## src/design/arithPkg.sv

```systemverilog
// precision constants, probability model table, datapath types and coder FSM states
`default_nettype none

package arithPkg;

    localparam int PRECISION    = 14;
    localparam int FREQ_BITS    = 11;
    localparam int PRODUCT_BITS = PRECISION + FREQ_BITS;
    localparam int NUM_SYMBOLS  = 17;
    localparam int SYMBOL_BITS  = $clog2(NUM_SYMBOLS);
    localparam int WORD_BITS    = 32;
    localparam int COUNT_BITS   = $clog2(PRECISION + 1);   // divider step counter
    localparam int PENDING_BITS = 8;

    typedef logic [SYMBOL_BITS-1:0]  symbol_t;
    typedef logic [PRECISION-1:0]    interval_t;
    typedef logic [FREQ_BITS-1:0]    freq_t;
    typedef logic [PRODUCT_BITS-1:0] product_t;

    // interval bounds, the full range is [0, WHOLE)
    localparam interval_t WHOLE          = interval_t'(1 << (PRECISION - 1));
    localparam interval_t HALF           = interval_t'(1 << (PRECISION - 2));
    localparam interval_t QUARTER        = interval_t'(1 << (PRECISION - 3));
    localparam interval_t THREE_QUARTERS = interval_t'(3 << (PRECISION - 3));

    localparam symbol_t EOF_SYMBOL = symbol_t'(NUM_SYMBOLS - 1);
    localparam freq_t   TOTAL_FREQ = freq_t'(1024);          // kept below QUARTER

    // symbol k owns [CUM_FREQ[k], CUM_FREQ[k+1]), the last slot is end of message
    localparam freq_t CUM_FREQ [0:NUM_SYMBOLS] = '{
        11'd0,    11'd200,  11'd350,  11'd470,  11'd570,  11'd650,
        11'd720,  11'd780,  11'd830,  11'd870,  11'd900,  11'd925,
        11'd945,  11'd965,  11'd985,  11'd1000, 11'd1014, 11'd1024
    };

    typedef struct packed {
        freq_t low;      // cumulative count below the symbol
        freq_t high;     // cumulative count up to and including the symbol
        logic  isEof;
    } cumRange_t;

    typedef struct packed {
        logic valid;
        logic value;
        logic last;      // final code bit of the message
    } bitOut_t;

    typedef enum logic [3:0] {
        IDLE,
        LOAD,
        MULTIPLY,
        DIV_HIGH,
        DIV_LOW,
        RENORM,
        EMIT_PENDING,
        TERMINATE,
        REQUEST,
        WAIT_RELEASE
    } coderState_e;

endpackage

`default_nettype wire
```

## src/design/bitPacker.sv

```systemverilog
// result stage, LSB-first packing of code bits into words with the host read handshake
`timescale 1ns/1ps
`default_nettype none

module bitPacker (
    input  wire                             clk,
    input  wire                             rstn,
    input  wire arithPkg::bitOut_t          bitIn,
    output logic                            bitReady,
    input  wire                             readSuccess,
    output logic                            resultReady,
    output logic [2:0]                      validOutputBytes,
    output logic [arithPkg::WORD_BITS-1:0]  out
);
    import arithPkg::*;

    typedef enum logic [1:0] {
        COLLECT,
        PRESENT,
        RELEASE
    } packState_e;

    packState_e                   packState;
    logic [$clog2(WORD_BITS)-1:0] bitCount;   // next free bit of the word

    assign bitReady = (packState == COLLECT);  // back-pressure toward the coder

    always_ff @(posedge clk) begin
        if (!rstn) begin
            packState        <= COLLECT;
            bitCount         <= '0;
            resultReady      <= 1'b0;
            validOutputBytes <= '0;
            out              <= '0;
        end else begin
            unique case (packState)
                COLLECT: if (bitIn.valid) begin
                    out[bitCount] <= bitIn.value;
                    if (bitIn.last || bitCount == WORD_BITS - 1) begin
                        // bytes touched so far, 4 on a full word
                        validOutputBytes <= 3'(bitCount >> 3) + 3'd1;
                        resultReady      <= 1'b1;
                        bitCount         <= '0;
                        packState        <= PRESENT;
                    end else begin
                        bitCount <= bitCount + 1'b1;
                    end
                end
                PRESENT: if (readSuccess) begin
                    out         <= '0;               // unused bits of the next word stay 0
                    resultReady <= 1'b0;
                    packState   <= RELEASE;
                end
                RELEASE: if (!readSuccess) packState <= COLLECT;
                default: packState <= COLLECT;
            endcase
        end
    end

    // the host sees a steady word until it acknowledges the read
    assert property (@(posedge clk) disable iff (!rstn)
        (resultReady && !readSuccess) |=> (resultReady && $stable(out)))
        else $error("bitPacker: word withdrawn before readSuccess");

endmodule

`default_nettype wire

```

## config.mk

```make
export PLATFORM = sky130hd
export DESIGN_NAME = bitPacker
export DESIGN_NICKNAME = d
export VERILOG_FILES = /design/src/design/arithPkg.sv /design/src/design/bitPacker.sv
export SDC_FILE = /design/constraint.sdc
export NUM_CORES = 1
export LEC_CHECK = 0
export BUFFER_PORTS_ARGS = -buffer_cell sky130_fd_sc_hd__buf_4
export CORE_ASPECT_RATIO = 1.5
export CORE_MARGIN = 5
export CORE_UTILIZATION = 23
export CTS_CLUSTER_DIAMETER = 150
export CTS_CLUSTER_SIZE = 25
export DETAILED_ROUTE_END_ITERATION = 10
export PLACE_DENSITY = 0.48
export REMOVE_ABC_BUFFERS = 1
export SYNTH_ARGS = -nofsm -noshare
export SYNTH_HDL_FRONTEND = slang
export SYNTH_SLANG_ARGS = --single-unit
```

## constraint.sdc

```tcl
create_clock -name clk -period 6.9 [get_ports clk]
set_input_delay 1.035 -clock clk [delete_from_list [all_inputs] [get_ports clk]]
set_output_delay 1.035 -clock clk [all_outputs]
set_load 0.05 [all_outputs]
```

[Yosys cells after proc, flatten, opt, wreduce, memory -nomap -nowiden]
Index checks and enable logic that the tools add are counted.
Storage, ports and cells
  register bits: 43
  input port bits: 6
  output and inout port bits: 37
  word-level logic and storage cells: 41
Cells by class
  $add $sub $neg: 2
  $lt $le $gt $ge: 2
  equality and inequality tests: 7
  mux-type cells: 16
  reductions and logical operators: 9
Operators by type and width (count)
  two-way mux 32 bit: 2
  one-hot mux 32 bit (2 select lines): 1
  bitwise mux 32 bit: 1
  two-way mux 2 bit: 4
  AND reduction 4 bit: 2
  < comparator 5 x 6 -> 1 bit (second input constant): 1
  inequality test 2 bit (second input constant): 3
  one-hot mux 2 bit (3 select lines): 1
  AND reduction 3 bit: 2
  adder 5 x 1 -> 5 bit (second input constant): 1
  demux 1 bit (select 5 bit): 1
  equality test 5 bit (second input constant): 1
  >= comparator 5 x 1 -> 1 bit (second input constant): 1
  two-way mux 5 bit: 1
  two-way mux 1 bit: 4
  adder 2 x 1 -> 3 bit (second input constant): 1
  equality test 2 x 1 -> 1 bit (second input constant): 1
  equality test 2 bit (second input constant): 1
  logical NOT 2 bit: 1
  inequality test 2 x 1 -> 1 bit (second input constant): 1
  one-hot mux 1 bit (2 select lines): 1
  AND reduction 2 bit: 1
  nonzero test 2 bit: 1
  logical AND 1 bit: 1
  logical OR 1 bit: 1

[Logic depth before layout (Yosys ltp)]
Gate-level depths: netlist of the first run.
  depth after elaboration: 7
  depth in mapped cells: 9
  mapped depth without buffers: 6

[Least setup slack after synthesis of the first run]
Ideal clock, no wire load.
  path kind: register -> output
  start: reg packState[0]
  end: out bitReady
  data arrival time: 1.393 ns
  data required time: 5.865 ns
  path slack: 4.472 ns
  stages on the path, launching flop included: 4
  cell sequence: dfxtp_1 clkbuf_1 buf_1 nor2_1
On the way
  word-level cells in the longest chain between the ends: 1
RTL lines
  start: declaration: line bitPacker.sv:23  | packState_e packState;
  start signal: assignment: line bitPacker.sv:30  | packState <= COLLECT;
  start signal: assignment: line bitPacker.sv:44  | packState <= PRESENT;
  start signal: assignment: line bitPacker.sv:52  | packState <= RELEASE;
  logical NOT 2 bit: line bitPacker.sv:26  | assign bitReady = (packState == COLLECT);
  end: declaration: line bitPacker.sv:9  | output logic bitReady,
No other way between the ends.

[Worst setup path after layout of the first run]
Ends and elaborated chain as after synthesis.

==> key figures, run 1 <==
Worst setup path
  – Path depth of the worst reg2reg path: 6
  – Cell chain of the critical path: buf_4 -> nor2_1 -> buf_4
  – Number of stages on the worst setup path: 3
  – Buffers and inverters on the worst path: 2
  – CP Class: flip-flop to output port
  – Critical Path Most Common Cell: buf_4
  – Library cell contributing the largest single delay on the critical path: dfxtp_1
  – CP startpoint kind: flip-flop
  – Signal arrival time at the worst endpoint: approximately 1.7 ns
  – Crit path capture type: output port
  – Largest fanout on the critical path: 27
  – Required @ worst endpoint: 5.86 ns
  – Highest cell delay on the worst timing path: approximately 0.70 ns
  – Category of cells accounting for the largest share of critical-path delay: flip-flops

Place
  – Count of input and output buffers: 42
  – Weighted congestion reported at the end of routability-driven placement: 0.7316
  – Final HPWL from detailed placement: approximately 4300 microns

Clocking
  – Sinks on the clock net: between 40 and 50
  – CTS hold repair buffers: 0
  – Inserted Clock Buffers: 5
  – Number of H-tree branching levels: 2
  – Total setup buffers inserted after CTS: 0
  – Number of instances resized during post-cts repair: 0
  – CTS tree: done
  – CTS root buf: clkbuf_16
  – Post-CTS clock slew at the launch and capture registers of the worst setup and hold paths: about 0.060 ns
  – Clock latency on the worst-skew pair: ~0.29 ns
  – Maximum buffer depth of the clock tree: 2

Logic synthesis
  – Dominant combinational cell family by area after synthesis: compound AO/OA/AOI/OAI gates
  – Mux cell area share after synthesis: 0.02187
  – Share of Yosys cell area claimed by the top area cell type: 0.3762
  – Top cells by area, synth: dfxtp_1, a31oi_1, a21oi_1, o31ai_1, clkbuf_1
  – Leading area contributor after synthesis: dfxtp_1
  – Basic-gate share of the synthesized area counting and, or, nand and nor cells: 0.1668
  – Synthesized cell area: 2288 sq um
  – Fraction of the yosys area taken by sequential cells: 0.3762
  – Average footprint of a synthesized cell: roughly 8 sq um
  – Cell variety after synth: 29
  – Complex-gate fraction of the synthesized area: 0.2887
  – Warning count from the yosys run: 0
  – Post-synthesis cell count: 286
  – Adder and majority cell fraction of the synthesized area: 0.04921
  – Post-synthesis share of cell area spent on xor and xnor gates: 0.003827
  – Number of synthesized register bits: 43

Pwr
  – Maximum ir drop on the vdd rail: about 0.09 mV
  – Combinational share of power: 0.102
  – Pwr per Cell Area: 191.9 nW/um^2
  – Leakage power figure: between 0.9 and 1 nW
  – Internal cell power: a little under 0.4 mW
  – Switching power: between 0.1 and 0.15 mW
  – Share of total power in the clock network: 0.424
  – Switching fraction of total power: 0.2604
  – Power share of the sequential group: 0.475
  – Total power after layout: ~0.54 mW

Global routing
  – Sum of overflow across all layers after global routing: 0
  – Total GRT Usage: 0.1107
  – Maximum number of pins on one net before global-route repair: 43
  – Global-route wire length before repair: 11070 microns
  – Vias in the first global route: approximately 2100
  – Number of antenna violations at the first check in global routing: 0

Floorplanning
  – Ports placed on the boundary: 43
  – Chip width: 91.45 microns
  – Die extent in y: 132.2 microns
  – Die Area: around 12000 sq um
  – Core area: just under 10000 sq um
  – Starting density of the core: 0.2362
  – Number of placement rows: 44

Worst hold path
  – Hold/Removal Path Class: flip-flop to flip-flop
  – Number of cells on the worst hold path: 2

Route
  – Final Routed Wirelength: just under 7000 microns
  – Overall via count from detail_route: 2170
  – Post-DR wirelength/cell: roughly 16 microns
  – Detailed-router iteration count before antenna repair: 4
  – Drt drc: 0
  – Antenna-violating nets left: 0
  – Detailed router's first-iteration violation count: roughly 130
  – Routed vias/inst: about 5.2

STA
  – Unrepaired setup endpoints after global routing: no
  – Clock skew after layout: about 0.0037 ns
  – Post-route clock period utilization: 0.3970
  – Achievable Freq: 365.1 MHz
  – Setup TNS: 0 ns
  – Final number of hold-violating endpoints: 0
  – Total count of max-transition violations in the final report: 0
  – Relative slew slack: 0.5795
  – Count of endpoints failing setup in the final report: 0
  – Minimum clock period: 2.739 ns
  – Worst Max-Slew Pin Slew: 0.6307 ns

Cells and area
  – Area Overhead vs Synth: 22.09%
  – Fraction of layout cells with a size suffix above 1: 0.1854
  – N_diodes: 0
  – Final core utilization: 0.2884
  – Layout net count: between 300 and 400

Flow run
  – Maxcap violations: 0

Status
  – Result of the run: complete, no violations
-- routing by layer --
metal | part of all wire | global-route usage | wire length [microns]
met1 | 0.45 | 0.1305 | 3043
met2 | 0.50 | 0.1908 | 3354
met3 | 0.036 | 0.02627 | 241
met4 | 0.019 | 0.04241 | 132
met5 | 0 | 0 | 0
-- path summary, 6_finish.rpt --
path	from	to	slack, ns
worst max register to register	bitCount[0]	bitCount[3]	4.71
worst min register to register	out[13]	out[13]	0.47
worst min-delay path	out[13]	out[13]	0.47
worst max-delay path	packState[0]	bitReady	4.16
-- cell usage in the layout, fill, tap and decap left out, drive strengths merged, types with 2 or more instances in the layout --
master	count
nor3b	2
inv	17
o21ai	20
a21oi	29
a211o	12
and3	2
mux2i	5
dfxtp	43
a31oi	29
buf	48
nor2b	8
nand2	4
nand4	16
clkbuf	6
nor2	3
ha	9
nand3b	4
nand3	21
o31ai	16
-- final cells by class --
cell class,instances,area (sq um)
Multi-Input combinational cell,187,1232
Sequential cell,43,860.8
Inverter,18,67.56
Timing Repair Buffer,48,360.3
Clock buffer,6,128.9
Fill cell,1043,6895
Tap cell,115,143.9
-- worst reg2reg max path, stage by stage (launching register included) --
cell	delay, ns
dfxtp_1	0.35
ha_1	0.36
and3_1	0.26
ha_1	0.20
or2_1	0.31
or4_1	0.48
a31oi_1	0.16
-- synthesized netlist by cell type --
| cell | n |
|---|---|
| dfxtp_1 | 43 |
| clkbuf_1 | 31 |
| a21oi_1 | 29 |
| a31oi_1 | 29 |
| nand3_1 | 21 |
| o21ai_0 | 20 |
| inv_1 | 17 |
| nand4_1 | 16 |
| o31ai_1 | 16 |
| a211o_1 | 12 |
| ha_1 | 9 |
| nor2b_1 | 8 |
| mux2i_1 | 5 |
| buf_1 | 4 |
| nand2_1 | 4 |
| nand3b_1 | 4 |
| buf_2 | 3 |
| nor2_1 | 3 |
| and3_1 | 2 |
| a311oi_1 | 1 |
| clkinv_1 | 1 |
| nor3_1 | 1 |
| nor3b_1 | 1 |
| nor3b_2 | 1 |
| nor4bb_1 | 1 |
| or2_1 | 1 |
| or3b_1 | 1 |
| or4_1 | 1 |
| xor2_1 | 1 |
-- sequential cells by signal (all words and copies together) (netlist names) --
register and cells:
bitCount 5, out 32, packState 2, resultReady 1
validOutputBytes 3
-- kinds of logic after synthesis --
family          count (synthesis)
compound gates                107
xor+xnor                        1
fa+ha+maj                       9
buf+inv                        56
flops                          43
mux                             5
simple gates                   65
-- power by group through the flow --
| stage | combinational [mW] | sequential, mW | clock [mW] |
|---|---|---|---|
| after global placement | 0.0546 | 0.260 | 0 |
| after global routing | 0.0591 | 0.255 | 0.246 |
| after CTS | 0.0549 | 0.255 | 0.236 |
| after floorplan | 0.0253 | 0.267 | 0 |
| final | 0.0546 | 0.255 | 0.227 |
| after detailed placement | 0.0547 | 0.260 | 0 |
-- stage by stage --
stage | std cells | hold slack, ns | area (sq um) | setup slack [ns]
floorplan | 248 | 0.4773 | 2142 | 3.093
global placement | 411 | 0.4653 | 2665 | 4.492
detailed placement | 411 | 0.4653 | 2665 | 4.473
CTS | 417 | 0.4764 | 2794 | 4.157
global route | 417 | 0.4917 | 2794 | 4.086
finish | 417 | 0.4725 | 2794 | 4.161
(Power assumes the default switching activity.)
==> run 2: changes to the inputs <==
- clock period: 6.9 -> 2.7 ns (I/O delays scaled with it)
==> run 2 against run 1 <==
Against the previous run: largest power group unchanged; sequential share of layout area is 0.46 points lower; routed wire length grew 0.12%; worst hold slack got worse by 0.12 ns; highest routed layer unchanged; critical path depth grew 3.
==> key figures, run 2 (synthesis results as in run 1) <==
Clocking
  – CTS tree: done
  – Clock latency on the worst-skew pair: 0.29 ns
  – Number of H-tree branching levels: 2
  – Maximum buffer depth of the clock tree: 2
  – CTS hold repair buffers: 0
  – Number of instances resized during post-cts repair: 0
  – Inserted Clock Buffers: 5
  – Sinks on the clock net: 43
  – Total setup buffers inserted after CTS: 0
  – Post-CTS clock slew at the launch and capture registers of the worst setup and hold paths: approximately 0.060 ns
  – CTS root buf: clkbuf_16

Floorplanning
  – Starting density of the core: 0.2362
  – Core area: roughly 9700 sq um
  – Die extent in y: 132.2 microns
  – Chip width: 91.45 microns
  – Ports placed on the boundary: 43
  – Number of placement rows: 44
  – Die Area: between 10000 and 15000 sq um

Route
  – Antenna-violating nets left: 0
  – Final Routed Wirelength: around 6800 microns
  – Post-DR wirelength/cell: approximately 16 microns
  – Drt drc: 0
  – Detailed-router iteration count before antenna repair: 4
  – Routed vias/inst: just over 5
  – Detailed router's first-iteration violation count: 131
  – Overall via count from detail_route: approximately 2200

Worst setup path
  – Largest fanout on the critical path: 12
  – Signal arrival time at the worst endpoint: ~2.4 ns
  – Crit path capture type: flip-flop
  – CP startpoint kind: flip-flop
  – CP Class: flip-flop to flip-flop
  – Required @ worst endpoint: 2.89 ns

Place
  – Weighted congestion reported at the end of routability-driven placement: around 0.8
  – Total placed instance area: 2680 sq um
  – Placed insts: roughly 410
  – Worst-case setup slack after placement: about 0.54 ns
  – Count of input and output buffers: between 40 and 50
  – Final HPWL from detailed placement: ~4400 microns

STA
  – Count of endpoints failing setup in the final report: 0
  – Final worst slack: between 0.5 and 0.6 ns
  – Achievable Freq: approximately 460 MHz
  – Worst Max-Slew Pin Slew: approximately 1 ns
  – Unrepaired setup endpoints after global routing: no
  – Total count of max-transition violations in the final report: 0
  – Relative slew slack: 0.3095
  – Minimum clock period: 2.173 ns
  – Final number of hold-violating endpoints: 0
  – Clock skew after layout: about 0.0038 ns
  – Worst hold slack across all endpoints: ~0.36 ns
  – Setup TNS: 0 ns
  – Post-route clock period utilization: 0.8047

Cells and area
  – N_diodes: 0
  – Number of standard cells in the final layout excluding fillers: between 400 and 500
  – Fraction of layout cells with a size suffix above 1: 0.1961
  – Layout Cell Area excl Fill: between 2000 and 3000 sq um
  – Flip-flop count of the largest register after layout: 32
  – Largest registers in the final layout: out x32, bitCount x5, validOutputBytes x3
  – Final core utilization: 0.2927
  – Register with the highest flop count: out
  – Leading cell types in the layout, fill and taps excluded: buf_4, dfxtp_1, a31oi_1, a21oi_1, nand3_1
  – Leading cell type in the layout, fill and taps excluded: buf_4
  – Layout net count: 320
  – Area Overhead vs Synth: 23.95%

Pwr
  – Pwr per Cell Area: roughly 510 nW/um^2
  – Total power after layout: between 1 and 1.5 mW
  – Maximum ir drop on the vdd rail: approximately 0.23 mV
  – Leakage power figure: 1.024 nW

Global routing
  – Number of antenna violations at the first check in global routing: 0
  – Total GRT Usage: 0.1129
  – Vias in the first global route: ~2200
  – Maximum number of pins on one net before global-route repair: 43
  – Global-route wire length before repair: 11340 microns
  – Sum of overflow across all layers after global routing: 0

Worst hold path
  – Hold/Removal Path Class: primary input to flip-flop

Flow run
  – Maxcap violations: 0

Status
  – Result of the run: complete, no violations
-- run 2: cell type report --
class | instances | area [sq um]
Sequential cell | 43 | 860.8
Multi-Input combinational cell | 187 | 1232
Fill cell | 1045 | 6853
Timing Repair Buffer | 50 | 375.4
Tap cell | 115 | 143.9
Clock buffer | 8 | 156.4
Inverter | 18 | 67.56
-- run 2: layer usage --
layer | global-route usage | part of all wire | vias to the layer above
met1 | 0.1358 | 0.43 | 1055
met4 | 0.03834 | 0.013 | 0
li1 | - | - | 1090
met5 | 0 | 0 | -
met3 | 0.02513 | 0.036 | 7
met2 | 0.1952 | 0.52 | 37
-- run 2: power by group --
| part | switching (mW) | internal (mW) | total, mW | leakage (nW) |
|---|---|---|---|---|
| registers | 0.00898 | 0.641 | 0.650 | 0.347 |
| logic | 0.102 | 0.0406 | 0.143 | 0.600 |
| clock network | 0.249 | 0.394 | 0.643 | 0.0772 |
| total | 0.360 | 1.08 | 1.44 | 1.02 |
-- run 2: worst paths after layout --
| check | startpoint | endpoint | slack (ns) | cells past startpoint |
|---|---|---|---|---|
| setup / recovery | bitCount[0] | bitCount[3] | 0.53 | 6 |
| hold / removal | readSuccess | resultReady | 0.36 | 2 |
| setup reg to reg | bitCount[0] | bitCount[3] | 0.53 | 6 |
| hold reg to reg | out[14] | out[14] | 0.47 | 2 |
-- run 2: critical path, cell delays in order (launching register included) --
cell,delay [ns]
dfxtp_1,0.34
ha_1,0.35
and3_1,0.25
ha_1,0.20
or2_1,0.29
or4_1,0.48
a31oi_1,0.16
==> run 3: changes to the inputs <==
- ABC_AREA: not set -> 1
- clock period: 2.7 -> 2 ns (I/O delays scaled with it)
==> run 3 against run 2 <==
Against the previous run: sequential share of layout area down 0.24 points; largest power group is now clock; core utilization up 0.066 points; global-route usage down 0.063 points; worst hold slack worse by 0.074 ns; final area up 0.79%; clock skew up 0.0011 ns; power up 43%; maximum frequency up 34%; clock power up 52%.
==> key figures, run 3 <==
Worst setup path
  – Highest cell delay on the worst timing path: about 0.52 ns
  – Category of cells accounting for the largest share of critical-path delay: simple AND/OR/NAND/NOR gates
  – Signal arrival time at the worst endpoint: ~1.8 ns
  – Library cell contributing the largest single delay on the critical path: nand4_2
  – Required @ worst endpoint: roughly 2.2 ns
  – Cell chain of the critical path: inv_1 -> nand4_2 -> or2_0 -> a21oi_1
  – Crit path capture type: flip-flop
  – Largest fanout on the critical path: 32
  – CP Class: flip-flop to flip-flop
  – CP startpoint kind: flip-flop
  – Buffers and inverters on the worst path: 1

Clocking
  – CTS hold repair buffers: 0
  – Inserted Clock Buffers: 5
  – Number of instances resized during post-cts repair: 0
  – Total setup buffers inserted after CTS: 0
  – Post-CTS clock slew at the launch and capture registers of the worst setup and hold paths: ~0.06 ns
  – Sinks on the clock net: 43
  – CTS tree: done
  – Clock latency on the worst-skew pair: around 0.29 ns
  – Maximum buffer depth of the clock tree: 2
  – CTS root buf: clkbuf_16
  – Number of H-tree branching levels: 2

Cells and area
  – Layout net count: 374
  – Largest registers in the final layout: out x32, bitCount x5, validOutputBytes x3
  – Leading cell types in the layout, fill and taps excluded: nand2_1, nand3_1, buf_4, dfxtp_1, a21oi_1
  – Register with the highest flop count: out
  – Filler cell count in the final layout: roughly 1100
  – Area Overhead vs Synth: 24.05%
  – Fraction of layout cells with a size suffix above 1: 0.1806
  – Leading cell type in the layout, fill and taps excluded: nand2_1
  – N_diodes: 0
  – Flip-flop count of the largest register after layout: 32

Logic synthesis
  – Dominant combinational cell family by area after synthesis: simple AND/OR/NAND/NOR gates
  – Warning count from the yosys run: 0
  – Flip-flop cell with the highest count after synthesis: dfxtp_1
  – Cell variety after synth: 25
  – Top cells by area, synth: dfxtp_1, nand3_1, nand2_1, a21oi_1, or2_0
  – Synthesized cell area: between 2000 and 2500 sq um
  – Leading area contributor after synthesis: dfxtp_1
  – Mux cell area share after synthesis: 0
  – Adder and majority cell fraction of the synthesized area: 0.04886
  – Post-synth ARST share: 0
  – Fraction of the yosys area taken by sequential cells: 0.3735
  – Post-synthesis cell count: 331
  – Post-synthesis share of cell area spent on xor and xnor gates: 0
  – Average footprint of a synthesized cell: between 6 and 7 sq um
  – Complex-gate fraction of the synthesized area: 0.09826
  – Most numerous cell in the Yosys netlist: nand2_1
  – Number of synthesized register bits: 43
  – Number of flops mapped to enable cells by yosys: 0
  – Basic-gate share of the synthesized area counting and, or, nand and nor cells: 0.4001
  – Share of Yosys cell area claimed by the top area cell type: 0.3735
  – Most used standard cells in the synthesized netlist: nand2_1, nand3_1, dfxtp_1

Route
  – Drt drc: 0
  – Detailed-router iteration count before antenna repair: 4
  – Overall via count from detail_route: 2171
  – Antenna-violating nets left: 0
  – Routed vias/inst: roughly 4.6
  – Post-DR wirelength/cell: 13.74 microns
  – Detailed router's first-iteration violation count: 145
  – Final Routed Wirelength: 6525 microns

STA
  – Final number of hold-violating endpoints: 0
  – Post-route clock period utilization: 0.8135
  – Final worst slack: ~0.37 ns
  – Clock skew after layout: ~0.0049 ns
  – Achievable Freq: 614.7 MHz
  – Setup TNS: 0 ns
  – Relative slew slack: 0.5618
  – Worst Max-Slew Pin Slew: ~0.65 ns
  – Minimum clock period: 1.627 ns
  – Count of endpoints failing setup in the final report: 0
  – Total count of max-transition violations in the final report: 0
  – Unrepaired setup endpoints after global routing: no

Pwr
  – Leakage power figure: 1.193 nW
  – Maximum ir drop on the vdd rail: between 0.2 and 0.3 mV
  – Pwr per Cell Area: about 720 nW/um^2

Global routing
  – Maximum number of pins on one net before global-route repair: 34
  – Number of antenna violations at the first check in global routing: 0
  – Vias in the first global route: ~2200
  – Sum of overflow across all layers after global routing: 0
  – Global-route wire length before repair: about 11000 microns
  – Total GRT Usage: 0.1123

Floorplanning
  – Die extent in y: roughly 130 microns
  – Starting density of the core: 0.2365
  – Ports placed on the boundary: 43
  – Number of placement rows: between 40 and 50
  – Chip width: 91.74 microns
  – Die Area: about 12000 sq um
  – Core area: between 9000 and 10000 sq um

Place
  – Final HPWL from detailed placement: 4377 microns
  – Count of input and output buffers: 42
  – Weighted congestion reported at the end of routability-driven placement: just over 0.8
  – Worst-case setup slack after placement: around 0.37 ns

Worst hold path
  – Hold/Removal Path Class: primary input to flip-flop

Status
  – Result of the run: complete, no violations

Flow run
  – Maxcap violations: 0
## run 3: cell types whose count changed after synthesis, moves of 19 or more
| cell | delta |
|---|---|
| a31oi_1 | -29 |
| clkbuf_1 | -19 |
| nand2_1 | +75 |
| nand3_1 | +49 |
| o21ai_0 | -19 |
| or2_0 | +30 |
## run 3: cells by family (layout without fill, tap and decap cells)
kind of cell | after synthesis | count (layout)
AOI/OAI and AO/OA | 44 | 44
adders and majority gates | 9 | 9
buffers and inverters | 42 | 71
DFF | 43 | 43
and+or+nand+nor | 193 | 193
## run 3: area by class of cell
type,count,area [sq um],area share
inverters,15,58.81,0.02057
multi-input cells,246,1261,0.4411
repair buffers,48,360.3,0.1260
flip-flops and latches,43,860.8,0.3011
clock inverters,2,35.03,0.01225
well taps,115,143.9,0.05033
clock buffers,6,138.9,0.04858
## run 3: per-layer routing
layer / part of all wire / track usage / up-vias
met2: 0.54 / 0.1919 / 39
li1: - / - / 1138
met4: 0.017 / 0.05620 / 0
met5: 0 / 0 / -
met3: 0.048 / 0.03125 / 6
met1: 0.40 / 0.1267 / 988
## run 3: report_power, final
| part | total [mW] | switching (mW) | internal, mW | leakage [nW] |
|---|---|---|---|---|
| registers | 0.874 | 0.00866 | 0.865 | 0.347 |
| logic | 0.206 | 0.148 | 0.0588 | 0.759 |
| clock network | 0.977 | 0.356 | 0.622 | 0.0868 |
## run 3: worst paths after layout
kind | from | slack [ns] | cells past startpoint | end
max | packState[1] | 0.37 | 4 | out[17]
min | rstn | 0.28 | 3 | bitCount[0]
max reg2reg | packState[1] | 0.37 | 4 | out[17]
min reg2reg | out[14] | 0.46 | 2 | out[14]
## run 3: metrics by stage
step           power [mW]  std cells    util  instance area [sq um]  hold WS (ns)
2_1_floorplan       1.032        304       -                   2181        0.4418
3_3_place_gp        1.104        467  0.2756                   2685        0.4503
3_5_place_dp        1.104        467  0.2756                   2685        0.4521
4_1_cts             2.085        475  0.2934                   2859        0.2738
5_1_grt             2.152        475  0.2934                   2859        0.2811
6_report            2.057        475  0.2934                   2859        0.2814
## run 3: worst min-delay path, cell delays in order
cell and delay, ns:
buf_4 0.12, o21ai_1 0.06, a21oi_1 0.04
